`config.mk`:
```
export PLATFORM = sky130hd
export DESIGN_NAME = ma_sqr_top
export DESIGN_NICKNAME = d
export VERILOG_FILES = /design/src/verilog/ma_sqr_pkg.sv /design/src/verilog/ma_sqr_fsm.sv /design/src/verilog/ma_sqr_opsel.sv /design/src/verilog/ma_sqr_top.sv /design/src/verilog/ma_sqr_wrback.sv
export SDC_FILE = /design/constraint.sdc
export NUM_CORES = 1
export LEC_CHECK = 0
export BUFFER_PORTS_ARGS = -buffer_cell sky130_fd_sc_hd__clkbuf_2
export CORE_ASPECT_RATIO = 0.9
export CORE_MARGIN = 2
export CORE_UTILIZATION = 30
export DETAILED_ROUTE_END_ITERATION = 16
export PLACE_DENSITY = 0.48
export SYNTH_ARGS = -nofsm -noshare
export SYNTH_HDL_FRONTEND = slang
export SYNTH_SLANG_ARGS = --single-unit
```
`constraint.sdc`:
```
create_clock -name rclk -period 2.2 [get_ports rclk]
set_input_delay 0.11 -clock rclk [delete_from_list [all_inputs] [get_ports rclk]]
set_output_delay 0.11 -clock rclk [all_outputs]
set_load 0.01 [all_outputs]
```
`src/verilog/ma_sqr_pkg.sv`:
```
// shared types for the squaring sequencer (A equals B)
// state encoding is one-hot, bit order matches the fsm state register
package ma_sqr_pkg;

        // ------------------------------
        // loop states, one bit each
        // ------------------------------
        typedef enum logic [10:0] {
                // waiting for a start
                s_idle      = 11'h001,
                // read A[j]
                s_jloopa    = 11'h002,
                // read A[i-j], multiply
                s_ijloopa   = 11'h004,
                // read A[i/2]
                s_iloopa1   = 11'h008,
                // square multiply
                s_iloopa    = 11'h010,
                // read M[j]
                s_jloopm    = 11'h020,
                // read N[i-j], multiply
                s_jloopn    = 11'h040,
                // n-prime multiply
                s_nprime    = 11'h080,
                // write M
                s_mwrite    = 11'h100,
                // N[0] multiply
                s_iloopn    = 11'h200,
                // accumulator shift
                s_accumshft = 11'h400
        } sqr_state_t;

        // operand-1 mux select
        // bit 0 picks the previous product, bit 1 the memory word
        // both low in nprime
        typedef logic [1:0] op1_sel_t;

        // cycles from the final multiplier ack until the product can be written
        localparam int unsigned MUL_RES_DLY = 5;

endpackage

```
`src/verilog/ma_sqr_fsm.sv`:
```
// execute stage, one-hot loop FSM of the squaring and reduction
// state reads all zero during the single cycle of a delayed transition
// and while a product travels the result delay line
// mul_req_vld holds until mul_ack, no limit on back-pressure
`timescale 1ns/1ps

module ma_sqr_fsm (
        input  logic rclk,
        input  logic rst_n,
        input  logic kill_op,
        input  logic mulop,
        input  logic iss_pulse_dly,
        input  logic aequb,
        input  logic iequtwolenplus2, iequtwolenplus1, iequtwolen,
        input  logic ieven, ieq0,
        input  logic jequiminus1, jequiminus1rshft, jequlen,
        input  logic halfpnt_set,
        input  logic mul_ack,
        input  logic mul_shf_ack,
        input  logic mwrite_next,
        output ma_sqr_pkg::sqr_state_t state,
        output logic rd_aj, rd_aiminusj, rd_ai, rd_mj, rd_niminusj, rd_n0,
        output logic iloopa1_dly, oprnd2_load,
        output logic jloopn_final, nprime_ack, accum_enter, accum_done,
        output logic rst_jptr, incr_jptr, jjptr_wen, jjptr_sel,
        output logic a_leftshft,
        output logic mul_req_vld, mul_acc, mul_areg_shf, mul_areg_rst
);

        logic [10:0] cur_q, nxt_d;
        logic [8:0]  dly_q, dly_d;
        logic aequb_q, mulop_start, jloopn_more, accum_pulse, mul_req_pre;
        logic cur_idle, cur_jloopa, cur_ijloopa, cur_iloopa1, cur_iloopa, cur_jloopm;
        logic cur_jloopn, cur_nprime, cur_mwrite, cur_iloopn, cur_accumshft;
        logic nxt_idle, nxt_jloopa, nxt_ijloopa, nxt_iloopa1, nxt_iloopa, nxt_jloopm;
        logic nxt_jloopn, nxt_nprime, nxt_mwrite, nxt_iloopn, nxt_accumshft;
        logic tr2jloopa_frm_ijloopa, tr2jloopa_frm_accumshft, tr2jloopa_frm_accumshft_dly;
        logic tr2iloopa1_frm_ijloopa, tr2iloopa1_frm_accumshft, tr2iloopa1_frm_accumshft_dly;
        logic tr2iloopa1_frm_idle, tr2iloopa1_frm_idle_dly;
        logic tr2jloopm_frm_ijloopa, tr2jloopm_frm_ijloopa_dly;
        logic tr2jloopm_frm_iloopa, tr2jloopm_frm_iloopa_dly, tr2jloopm_frm_jloopn;
        logic tr2nprime_frm_jloopn, tr2nprime_frm_jloopn_dly, tr2nprime_frm_iloopa;
        logic tr2accumshft_frm_mwrite, tr2accumshft_frm_iloopn, cur_accumshft_q;

        // ------------------------------
        // state and delay registers
        // ------------------------------
        assign nxt_d = {nxt_accumshft, nxt_iloopn, nxt_mwrite, nxt_nprime, nxt_jloopn,
                        nxt_jloopm, nxt_iloopa, nxt_iloopa1, nxt_ijloopa, nxt_jloopa, nxt_idle};
        assign {cur_accumshft, cur_iloopn, cur_mwrite, cur_nprime, cur_jloopn,
                cur_jloopm, cur_iloopa, cur_iloopa1, cur_ijloopa, cur_jloopa, cur_idle} = cur_q;
        assign state = ma_sqr_pkg::sqr_state_t'(cur_q);

        // one-cycle transition delays, registered request, accumshft edge detect
        assign dly_d = {tr2jloopa_frm_accumshft, tr2iloopa1_frm_accumshft, tr2iloopa1_frm_idle,
                        cur_iloopa1, tr2jloopm_frm_ijloopa, tr2jloopm_frm_iloopa,
                        tr2nprime_frm_jloopn, mul_req_pre, cur_accumshft};
        assign {tr2jloopa_frm_accumshft_dly, tr2iloopa1_frm_accumshft_dly,
                tr2iloopa1_frm_idle_dly, iloopa1_dly, tr2jloopm_frm_ijloopa_dly,
                tr2jloopm_frm_iloopa_dly, tr2nprime_frm_jloopn_dly, mul_req_vld,
                cur_accumshft_q} = dly_q;

        always_ff @(posedge rclk or negedge rst_n) begin
                if (!rst_n) begin
                        cur_q   <= ma_sqr_pkg::s_idle;
                        dly_q   <= '0;
                        aequb_q <= 1'b0;
                end else begin
                        aequb_q <= aequb;
                        // kill drops everything back to idle
                        if (kill_op) begin
                                cur_q <= ma_sqr_pkg::s_idle;
                                dly_q <= '0;
                        end else begin
                                cur_q <= nxt_d;
                                dly_q <= dly_d;
                        end
                end
        end

        // ------------------------------
        // idle
        // ------------------------------
        assign mulop_start  = iss_pulse_dly & mulop & aequb_q;
        assign mul_areg_rst = mulop_start;
        // last accumulate shift with i at 2len+2 ends the op
        assign accum_done   = cur_accumshft & iequtwolenplus2 & mul_shf_ack;
        assign nxt_idle     = accum_done | (cur_idle & ~mulop_start);

        // ------------------------------
        // a-side inner loop
        // ------------------------------
        assign tr2jloopa_frm_ijloopa   = cur_ijloopa & mul_ack & ~jequiminus1rshft;
        assign tr2jloopa_frm_accumshft = cur_accumshft & mul_shf_ack & ~iequtwolenplus2 &
                                         ~iequtwolenplus1 & ~iequtwolen;
        assign nxt_jloopa  = tr2jloopa_frm_ijloopa | tr2jloopa_frm_accumshft_dly;
        assign rd_aj       = (cur_ijloopa & ~jequiminus1rshft) | tr2jloopa_frm_accumshft_dly;
        assign nxt_ijloopa = cur_jloopa | (cur_ijloopa & ~mul_ack);
        assign rd_aiminusj = cur_jloopa;
        // cross products are doubled by shifting A left
        assign a_leftshft  = cur_ijloopa;

        // square term, i even only
        assign tr2iloopa1_frm_ijloopa   = cur_ijloopa & mul_ack & ieven & jequiminus1rshft;
        assign tr2iloopa1_frm_accumshft = cur_accumshft & mul_shf_ack & ieven &
                                          (iequtwolenplus1 | iequtwolen);
        assign tr2iloopa1_frm_idle      = cur_idle & mulop_start;
        assign nxt_iloopa1 = tr2iloopa1_frm_accumshft_dly | tr2iloopa1_frm_ijloopa |
                             tr2iloopa1_frm_idle_dly;
        assign nxt_iloopa  = iloopa1_dly | (cur_iloopa & ~mul_ack);
        assign rd_ai = (cur_ijloopa & ieven & jequiminus1rshft) | tr2iloopa1_frm_idle_dly |
                       tr2iloopa1_frm_accumshft_dly | iloopa1_dly;

        // ------------------------------
        // reduction loop
        // ------------------------------
        // more jloopn passes: j below i-1 in the first half, below len in the second
        assign jloopn_more = (~jequiminus1 & ~halfpnt_set) | (~jequlen & halfpnt_set);
        assign tr2jloopm_frm_ijloopa = cur_ijloopa & mul_ack & ~ieven & jequiminus1rshft;
        assign tr2jloopm_frm_iloopa  = cur_iloopa & mul_ack & ~ieq0;
        assign tr2jloopm_frm_jloopn  = cur_jloopn & mul_ack & jloopn_more;
        assign nxt_jloopm = tr2jloopm_frm_jloopn | tr2jloopm_frm_ijloopa_dly |
                            tr2jloopm_frm_iloopa_dly;
        assign rd_mj = tr2jloopm_frm_ijloopa_dly | tr2jloopm_frm_iloopa_dly |
                       (cur_jloopn & jloopn_more);
        assign nxt_jloopn  = cur_jloopm | (cur_jloopn & ~mul_ack);
        assign rd_niminusj = cur_jloopm;
        // second-half exit goes through the result delay line
        assign jloopn_final = cur_jloopn & mul_ack & halfpnt_set & jequlen;

        // j pointer controls
        assign jjptr_wen = cur_jloopa | cur_jloopm;
        assign jjptr_sel = cur_ijloopa | cur_jloopn;
        assign incr_jptr = tr2jloopa_frm_ijloopa | tr2jloopm_frm_jloopn;

        // n-prime multiply, first half only
        assign tr2nprime_frm_jloopn = cur_jloopn & mul_ack & jequiminus1 & ~halfpnt_set;
        assign tr2nprime_frm_iloopa = cur_iloopa & mul_ack & ieq0;
        assign nxt_nprime = tr2nprime_frm_jloopn | tr2nprime_frm_iloopa | (cur_nprime & ~mul_ack);
        assign nprime_ack = cur_nprime & mul_ack;

        // ------------------------------
        // write, N[0] and shift
        // ------------------------------
        assign nxt_mwrite = mwrite_next;
        assign nxt_iloopn = (cur_mwrite & ~halfpnt_set) | (cur_iloopn & ~mul_ack);
        assign rd_n0      = cur_mwrite;

        assign tr2accumshft_frm_mwrite = cur_mwrite & halfpnt_set;
        assign tr2accumshft_frm_iloopn = cur_iloopn & mul_ack;
        assign accum_enter   = tr2accumshft_frm_mwrite | tr2accumshft_frm_iloopn;
        assign nxt_accumshft = accum_enter | (cur_accumshft & ~mul_shf_ack);
        assign mul_areg_shf  = cur_accumshft;
        assign accum_pulse   = cur_accumshft & ~cur_accumshft_q;

        // j restarts on start, on each new reduction pass and on second-half shifts
        assign rst_jptr = mulop_start | tr2nprime_frm_jloopn_dly | tr2jloopm_frm_ijloopa |
                          tr2iloopa1_frm_ijloopa |
                          (accum_pulse & halfpnt_set & ~iequtwolenplus2 & ~iequtwolenplus1);

        // ------------------------------
        // multiplier and operand 2
        // ------------------------------
        assign mul_req_pre = nxt_ijloopa | nxt_jloopn | nxt_nprime | nxt_iloopn | nxt_iloopa;
        // n-prime product starts a fresh result
        assign mul_acc     = mul_req_vld & ~cur_nprime;
        assign oprnd2_load = nxt_jloopa | nxt_iloopa1 | nxt_jloopm;

endmodule

```
`src/verilog/ma_sqr_opsel.sv`:
```
// decode stage, memory and pointer selects from the read and write strobes
// operand registers load one cycle after the memory read
`timescale 1ns/1ps

module ma_sqr_opsel (
        input  logic rclk,
        input  logic rst_n,
        input  ma_sqr_pkg::sqr_state_t state,
        input  logic rd_aj, rd_aiminusj, rd_ai, rd_mj, rd_niminusj, rd_n0,
        input  logic iloopa1_dly, oprnd2_load,
        input  logic wr_mi, wr_mlen, wr_next_mi, wr_next_mlen,
        output logic memren,
        output logic a_rd_sel, m_rd_sel, n_rd_sel, m_wr_sel,
        output logic iminus1_ptr_sel, j_ptr_sel, iminusj_ptr_sel,
        output logic iminuslenminus1_sel, irshft_sel,
        output logic oprnd2_wen, oprnd2_bypass,
        output ma_sqr_pkg::op1_sel_t oprnd1_mxsel,
        output logic oprnd1_wen
);

        logic idle, nprime, memrd4op1, memrd4op1_q, oprnd2_load_q;

        assign idle   = (state == ma_sqr_pkg::s_idle);
        assign nprime = (state == ma_sqr_pkg::s_nprime);

        // ------------------------------
        // memory selects
        // ------------------------------
        assign memren   = rd_aj | rd_aiminusj | rd_mj | rd_niminusj | rd_ai | rd_n0;
        assign a_rd_sel = rd_aj | rd_ai | rd_aiminusj;
        assign m_rd_sel = rd_mj;
        // M[j] wins over N[i-j] when both are up
        assign n_rd_sel = (rd_niminusj & ~rd_mj) | rd_n0;
        assign m_wr_sel = wr_mi | wr_mlen;

        // pointer selects
        assign iminus1_ptr_sel     = wr_mi;
        assign iminuslenminus1_sel = wr_mlen;
        assign j_ptr_sel           = rd_aj | rd_mj;
        assign iminusj_ptr_sel     = (rd_aiminusj | rd_niminusj) & ~(rd_aj | rd_mj);
        assign irshft_sel          = rd_ai;

        // ------------------------------
        // operand registers
        // ------------------------------
        // these reads go to operand 1, the rest to operand 2
        assign memrd4op1 = rd_aiminusj | iloopa1_dly | rd_niminusj | rd_n0;

        always_ff @(posedge rclk or negedge rst_n) begin
                if (!rst_n) begin
                        memrd4op1_q    <= 1'b0;
                        oprnd2_load_q  <= 1'b0;
                end else begin
                        memrd4op1_q    <= memrd4op1;
                        oprnd2_load_q  <= oprnd2_load;
                end
        end

        // write-back product goes straight into operand 2
        assign oprnd2_bypass = wr_next_mi | wr_next_mlen;
        // nothing loads in idle, an aborted read is dropped
        assign oprnd2_wen    = (oprnd2_load_q & ~idle) | oprnd2_bypass;
        assign oprnd1_wen    = memrd4op1_q & ~idle;

        assign oprnd1_mxsel[0] = ~nprime & ~idle & ~memrd4op1_q;
        assign oprnd1_mxsel[1] = ~nprime & ~idle & memrd4op1_q;

endmodule

```
`src/verilog/ma_sqr_top.sv`:
```
// montgomery squaring sequencer, top level
// start needs iss_pulse_dly and mulop high with aequb seen the cycle before
// kill_op aborts on the next edge, no mul_done is given for a killed op
`timescale 1ns/1ps

module ma_sqr_top #(
        parameter int unsigned RES_DLY = ma_sqr_pkg::MUL_RES_DLY
) (
        input  logic rclk,
        input  logic rst_n,
        input  logic kill_op,
        input  logic mulop,
        input  logic iss_pulse_dly,
        input  logic aequb,
        // pointer unit flags, all levels
        input  logic iequtwolenplus2, iequtwolenplus1, iequtwolen,
        input  logic ieven, ieq0,
        input  logic jequiminus1, jequiminus1rshft, jequlen,
        input  logic halfpnt_set,
        // multiplier levels
        input  logic mul_ack,
        input  logic mul_shf_ack,
        // memory and pointer controls
        output logic memren, memwen,
        output logic rst_iptr, rst_jptr, incr_iptr, incr_jptr,
        output logic a_rd_sel, m_rd_sel, n_rd_sel, m_wr_sel,
        output logic iminus1_ptr_sel, j_ptr_sel, iminusj_ptr_sel,
        output logic iminuslenminus1_sel, irshft_sel,
        output logic jjptr_wen, jjptr_sel,
        // operand registers
        output logic oprnd2_wen, oprnd2_bypass, a_leftshft,
        output ma_sqr_pkg::op1_sel_t oprnd1_mxsel,
        output logic oprnd1_wen,
        // multiplier controls
        output logic mul_req_vld, mul_areg_shf, mul_acc, mul_areg_rst,
        output logic mul_done
);

        // execute to decode
        ma_sqr_pkg::sqr_state_t state;
        logic rd_aj, rd_aiminusj, rd_ai, rd_mj, rd_niminusj, rd_n0;
        logic iloopa1_dly, oprnd2_load;

        // execute and result
        logic jloopn_final, nprime_ack, accum_enter, accum_done;
        logic mwrite_next;

        // result to decode
        logic wr_mi, wr_mlen, wr_next_mi, wr_next_mlen;

        ma_sqr_fsm fsm_i (.*);

        ma_sqr_opsel opsel_i (.*);

        ma_sqr_wrback #(
                .RES_DLY (RES_DLY)
        ) wrback_i (.*);

endmodule

```
`src/verilog/ma_sqr_wrback.sv`:
```
// result stage, product delay line and M write-back
// RES_DLY of 1 or more; several acks may be in flight in the delay line
// write target follows halfpnt_set: M[i-1] before it, M[i-len-1] after
`timescale 1ns/1ps

module ma_sqr_wrback #(
        parameter int unsigned RES_DLY = ma_sqr_pkg::MUL_RES_DLY
) (
        input  logic rclk,
        input  logic rst_n,
        input  logic kill_op,
        input  logic halfpnt_set,
        input  logic jloopn_final,
        input  logic nprime_ack,
        input  logic accum_enter,
        input  logic accum_done,
        input  logic iequtwolenplus1,
        input  ma_sqr_pkg::sqr_state_t state,
        output logic mwrite_next,
        output logic wr_mi, wr_mlen, wr_next_mi, wr_next_mlen,
        output logic incr_iptr, rst_iptr,
        output logic memwen,
        output logic mul_done
);

        logic [RES_DLY-1:0] res_q;
        logic res_c0, accumshft_q, accum_exit, tr2mwrite_frm_accumshft;

        // product ready to be written RES_DLY cycles after these acks
        assign res_c0 = nprime_ack | jloopn_final;

        // accumshft left last cycle, i is not touched on the way out
        assign accum_exit = accumshft_q & (state != ma_sqr_pkg::s_accumshft);
        // last i pass skips the j loop, this extra cycle covers i-len-1
        assign tr2mwrite_frm_accumshft = accum_exit & iequtwolenplus1;

        always_ff @(posedge rclk or negedge rst_n) begin
                if (!rst_n) begin
                        res_q       <= '0;
                        accumshft_q <= 1'b0;
                        memwen      <= 1'b0;
                        mul_done    <= 1'b0;
                end else if (kill_op) begin
                        res_q       <= '0;
                        accumshft_q <= 1'b0;
                        memwen      <= 1'b0;
                        mul_done    <= 1'b0;
                end else begin
                        res_q       <= (res_q << 1) | RES_DLY'(res_c0);
                        accumshft_q <= (state == ma_sqr_pkg::s_accumshft);
                        // memory write lands the cycle after the i increment
                        memwen      <= incr_iptr;
                        mul_done    <= accum_done;
                end
        end

        // ------------------------------
        // M write split
        // ------------------------------
        assign mwrite_next  = res_q[RES_DLY-1] | tr2mwrite_frm_accumshft;
        assign wr_next_mi   = mwrite_next & ~halfpnt_set;
        assign wr_next_mlen = mwrite_next & halfpnt_set;
        assign wr_mi        = memwen & ~halfpnt_set;
        assign wr_mlen      = memwen & halfpnt_set;

        // i pointer steps on every accumshft entry, clears at the end
        assign incr_iptr = accum_enter;
        assign rst_iptr  = accum_done;

endmodule
```
Word-level counts from Yosys, hierarchy flattened
Index checks and enable logic that the tools add are counted.
W data, S select, Z words.
{ "totals": {"regBits": 31, "input_bits": 17, "elab_cells": 152} }
{ "op_classes": {"eq_ne": 4, "mux": 6, "bitwise_logic": 133} }
{ "op_table": {"columns": ["operator", "count"], "rows": [
  ["$and A1 B1 Y1", 61],
  ["$or A1 B1 Y1", 52],
  ["$not A1 Y1", 19],
  ["$eq A11 B1 Y1 const B", 1],
  ["$eq A11 B11 Y1 const B", 1],
  ["$eq A11 B8 Y1 const B", 1],
  ["$mux W11", 1],
  ["$ne A11 B11 Y1 const B", 1],
  ["$mux W9", 1],
  ["$mux W5", 1],
  ["$or A5 B1 Y5", 1],
  ["$mux W1", 3]
]} }

Longest topological paths before layout
{ "logic_depth": {"word_depth": 9, "ltp_mapped": 4, "depth_no_buf": 3} }

By module
A second synthesis with hierarchy kept.
{ "hier_totals": {"cells_unflattened": 153, "hier_area_um2": 1549.0} }
{ "by_module_without_submodules": {"columns": ["module", "instances", "cells_per_inst", "area_each_um2", "seq_area_each_um2"], "rows": [
  ["ma_sqr_fsm", 1, 94, 953.4, 526.8],
  ["ma_sqr_wrback", 1, 32, 374.1, 200.2],
  ["ma_sqr_opsel", 1, 27, 221.5, 50.0]
]} }

Worst setup path before layout
No wires, ideal clock.
{ "synth_timing": {"path_kind": "register to register", "from": "register fsm_i.cur_q[2], in the netlist fsm_i.state[2]", "to": "register fsm_i.dly_q[1]", "t_arrival_ns": 1.532, "slack_ns": 0.532, "path_stages_with_launch": 4, "path_buffers": 0, "period_less_slack_ns": 1.668, "path_cell_list": "dfrtp_1 -> or4_1 -> a2111oi_0 -> a21oi_1"} }
{ "synth_via": {"elab_chain_cells": 7} }
{ "synth_rtl": {"columns": ["element", "line_no", "text"], "rows": [
  ["start, declared", "ma_sqr_fsm.sv:30", "logic [10:0] cur_q, nxt_d;"],
  ["start signal, assigned", "ma_sqr_fsm.sv:65", "cur_q <= ma_sqr_pkg::s_idle;"],
  ["start signal, assigned", "ma_sqr_fsm.sv:72", "cur_q <= ma_sqr_pkg::s_idle;"],
  ["start signal, assigned", "ma_sqr_fsm.sv:75", "cur_q <= nxt_d;"],
  ["$and A1 B1 Y1", "ma_sqr_fsm.sv:98", "assign nxt_ijloopa = cur_jloopa | (cur_ijloopa & ~mul_ack);"],
  ["$or A1 B1 Y1", "ma_sqr_fsm.sv:98", null],
  ["$or A1 B1 Y1 (4 in series)", "ma_sqr_fsm.sv:164", "assign mul_req_pre = nxt_ijloopa | nxt_jloopn | nxt_nprime | nxt_iloopn | nxt_iloopa;"],
  ["$mux W9", "ma_sqr_fsm.sv:71", "if (kill_op) begin"],
  ["end signal, assigned", "ma_sqr_fsm.sv:76", "dly_q <= dly_d;"],
  ["end, declared", "ma_sqr_fsm.sv:31", "logic [8:0] dly_q, dly_d;"]
]} }
No other way between the ends.

Worst setup path in the final report
{ "layout_timing": {"from": "register fsm_i.cur_q[2], in the netlist fsm_i.state[2]", "to": "output memren"} }
{ "layout_via": {"elab_chain_cells": 7} }
{ "layout_rtl": {"columns": ["element", "line_no", "text"], "rows": [
  ["$and A1 B1 Y1, on equally long branches", "ma_sqr_fsm.sv:97, ma_sqr_fsm.sv:111", null],
  ["$or A1 B1 Y1 or $and A1 B1 Y1 (tied branches)", "ma_sqr_fsm.sv:97, ma_sqr_fsm.sv:111", null],
  ["$or A1 B1 Y1, on equally long branches (2 in series)", "ma_sqr_opsel.sv:29, ma_sqr_fsm.sv:111", null],
  ["$or A1 B1 Y1, on equally long branches", "ma_sqr_opsel.sv:29, ma_sqr_fsm.sv:112", null],
  ["$or A1 B1 Y1 (*) (2 in series)", "ma_sqr_opsel.sv:29", "assign memren = rd_aj | rd_aiminusj | rd_mj | rd_niminusj | rd_ai | rd_n0;"],
  ["end, declared", "ma_sqr_top.sv:24", "output logic memren, memwen,"]
]} }
Mark *: on every way between the ends. The rest lies on a longest branch, timed or not.

==> flow_summary.json <==
{
  "drtIter0Drc": 62,
  "power_leakage_nw": 0.981,
  "synth_fa_ha_area_frac": 0,
  "grt_use_total": 0.154,
  "rsz0062_at_grt": "no",
  "utilization": 0.410,
  "start_util": 0.312,
  "start_kind": "flip-flop",
  "yosysWarningCount": 0,
  "syn_area_per_cell_sq_um": 10.5,
  "worstPathRequired_ns": 2.09,
  "area_growth_pct": 31.4,
  "slowest_delay_ns": 0.47,
  "die-area_sq_um": 5170,
  "dp_worst_setup_slack_ns": 0.357,
  "synth_nets": 149,
  "status": "complete, no violations",
  "synth_top_family_by_area": "simple AND/OR/NAND/NOR gates",
  "synth_ff_type": "dfrtp_1",
  "drive_gt1_frac": 0.357,
  "design.core.area_sq_um": 4430,
  "syn_area_sq_um": 1380,
  "powerDensity_nw_per_um2": 624,
  "slowest_stage": "dfrtp_1",
  "grt_pass1_wl_mm": 5.71,
  "drc": 0,
  "crit_path_max_fanout": 9,
  "peakVddDrop_v": 0.000272,
  "post-route-period-util": 0.929,
  "yosysSeqAreaShare": 0.561,
  "postCtsSetupRepairBufs": 0,
  "clock_skew_ns": 0.00624,
  "cts_max_path_buffers": 2,
  "worst_pin_slew_ns": 0.767,
  "port_buffers": 44,
  "ios": 45,
  "h-tree-depth": 2,
  "fin_ws_ns": 0.155,
  "die_x_microns": 75.6,
  "via_per_inst": 4.82,
  "r2r_start": "fsm_i.state[2]",
  "fp-row-count": 23,
  "clk_pin_slew_ns": 0.07,
  "hp-start": "iequtwolen",
  "synthCells": 132,
  "antenna_found_initial": 0,
  "via_count": 1176,
  "p_clk_frac": 0.423,
  "max_freq_mhz": 489,
  "fin_cells": 244,
  "min_path_type": "input port to flip-flop",
  "hold_violations": 0,
  "p_switching_w": 0.000247,
  "synth_compound_area_frac": 0.125,
  "yosys.area_share.simple": 0.264,
  "drt-pass1-iter-count": 4,
  "wl_mm": 3.51,
  "yosys.area.top_type_share": 0.542,
  "gp_congestion": 0.768,
  "setup_tns_ns": 0,
  "cts_sinks": 31,
  "critPathArrivalTime_ns": 1.93,
  "swShare": 0.217,
  "finalCriticalPeriod_ns": 2.04,
  "async_reset_ff_frac": 1.00,
  "cts_buffers": 5,
  "cts_root_buf": "clkbuf_8",
  "path_cells": "nor2b_1 -> a2111oi_4 -> or4b_1 -> clkbuf_2",
  "max_cap_viol_count": 0,
  "antenna_left": 0,
  "ys_ff_latch": 31,
  "synth_edf_count": 0,
  "power_frac_comb": 0.067,
  "synthTopCellsByArea": "dfrtp_1 (54%), nor2b_1 (4.5%), nor2_1 (3.8%)",
  "grt_start_max_net_pins": 32,
  "yosysTopAreaCell": "dfrtp_1",
  "die_h_microns": 68.4,
  "setup_viol": 0,
  "wl_per_cell_microns": 14.4,
  "grt_pass1_vias": 1166,
  "dpl.hpwl_mm": 2.62,
  "cts_tree": "done",
  "end_kind": "output port",
  "muxShareOfSynthArea": 0.00723,
  "p_int_w": 0.000888,
  "worstSetupStartpoint": "fsm_i.state[2]",
  "slew_headroom": 0.489,
  "critPathKind": "flip-flop to output port",
  "clk_latency_ns": 0.27,
  "overflow": 0,
  "yosysUniqueCellTypes": 40,
  "finalMaxSlewViolations": 0,
  "synth_xor_area_frac": 0.00633,
  "nets": 198,
  "dp_cells": 234,
  "antenna_cells": 0,
  "pwr-share-seq": 0.510
}
[power groups by stage]
stage	logic [W]	registers (W)	clock network, W
floorplan	0.0000292	0.000588	0
global placement	0.0000724	0.000589	0
detailed placement	0.0000731	0.000589	0
CTS	0.0000760	0.000578	0.000496
global route	0.0000851	0.000579	0.000520
finish	0.0000757	0.000578	0.000480
[metal layers]
metal | vias to the layer above | wire [microns] | track usage
met5 | - | 0 | 0
met4 | 0 | 46 | 0.0548
met3 | 5 | 148 | 0.0442
met2 | 24 | 1700 | 0.240
met1 | 584 | 1610 | 0.203
li1 | 563 | - | -
[timing repair]
action	CTS	global route
hold endpoints to repair	31	0
setup endpoints to repair	0	6
hold buffers	2	0
gates resized for setup	0	4
[critical path, delay by kind of cell, from the launching register on]
family	cells	cell delay (ns)
AO/OA/AOI/OAI	1	0.36
flip-flops	1	0.47
buffers and inverters	1	0.14
AND/OR/NAND/NOR	2	0.68
[cells in the mapped netlist (2+ instances only)]
cell type  count
inv_1          8
or4_1          3
nand2_1        3
dfrtp_1       30
nor2_1        14
a31oi_1        3
a21oi_1       10
and3_1         3
nor2b_1       10
nor3b_1        2
nand3_1        4
and2_2         2
nor4_1         2
nor4b_1        2
nor3_1         2
nand4b_1       2
clkbuf_1       4
nand2b_1       2
and2b_2        2
or2_2          4
[layout make-up]
type                    instances  area, sq um
fillers                       479         2610
flip-flops and latches         31          777
multi-input cells              88          586
repair buffers                 47          248
clock buffers                   8          100
well taps                      62         77.6
inverters                       8         30.0
[stage by stage]
stage                     area [sq um]  total power, W  hold WS (ns)
final                             1820         0.00113       0.00483
after floorplan                   1380        0.000617        -0.186
after global routing              1820         0.00118        0.0109
after CTS                         1790         0.00115       0.00328
after detailed placement          1670        0.000662         0.225
after global placement            1670        0.000661         0.219
[final timing paths]
check	slack (ns)	cells after the start	to
max in group asynchronous	1.27	2	fsm_i.state[8]
setup / recovery	0.16	4	memren
setup reg to reg	0.44	3	fsm_i.dly_q[1]
hold / removal	0.005	2	fsm_i.dly_q[8]
min in group asynchronous	0.44	2	fsm_i.aequb_q
hold reg to reg	0.46	1	wrback_i.res_q[1]
[cell usage in the layout, fill, tap and decap left out, types with 2 or more instances in the layout]
cell type	n
a21oi_1	10
a31oi_1	3
and2_2	2
and2b_2	2
and3_1	3
clkbuf_2	44
clkbuf_8	7
dfrtp_1	30
dlygate4sd3_1	2
inv_1	8
nand2_1	3
nand2b_1	2
nand3_1	4
nand4b_1	2
nor2_1	14
nor2b_1	10
nor3_1	2
nor3b_1	2
nor4b_1	2
or2_2	4
or4_1	2
[registers in the layout, summed over array words and instances (netlist names)]
name / cells
wrback_i.memwen: 1
fsm_i.aequb_q: 1
wrback_i.res_q: 5
wrback_i.mul_done: 1
opsel_i.memrd4op1_q: 1
fsm_i.state: 11
fsm_i.dly_q: 9
opsel_i.oprnd2_load_q: 1
wrback_i.accumshft_q: 1
[cell families after synthesis]
family,count (synthesis)
flops,31
xor+xnor,1
compound gates,25
mux,1
buf+inv,13
simple gates,61
No activity file was read; power rests on OpenSTA's default activity.
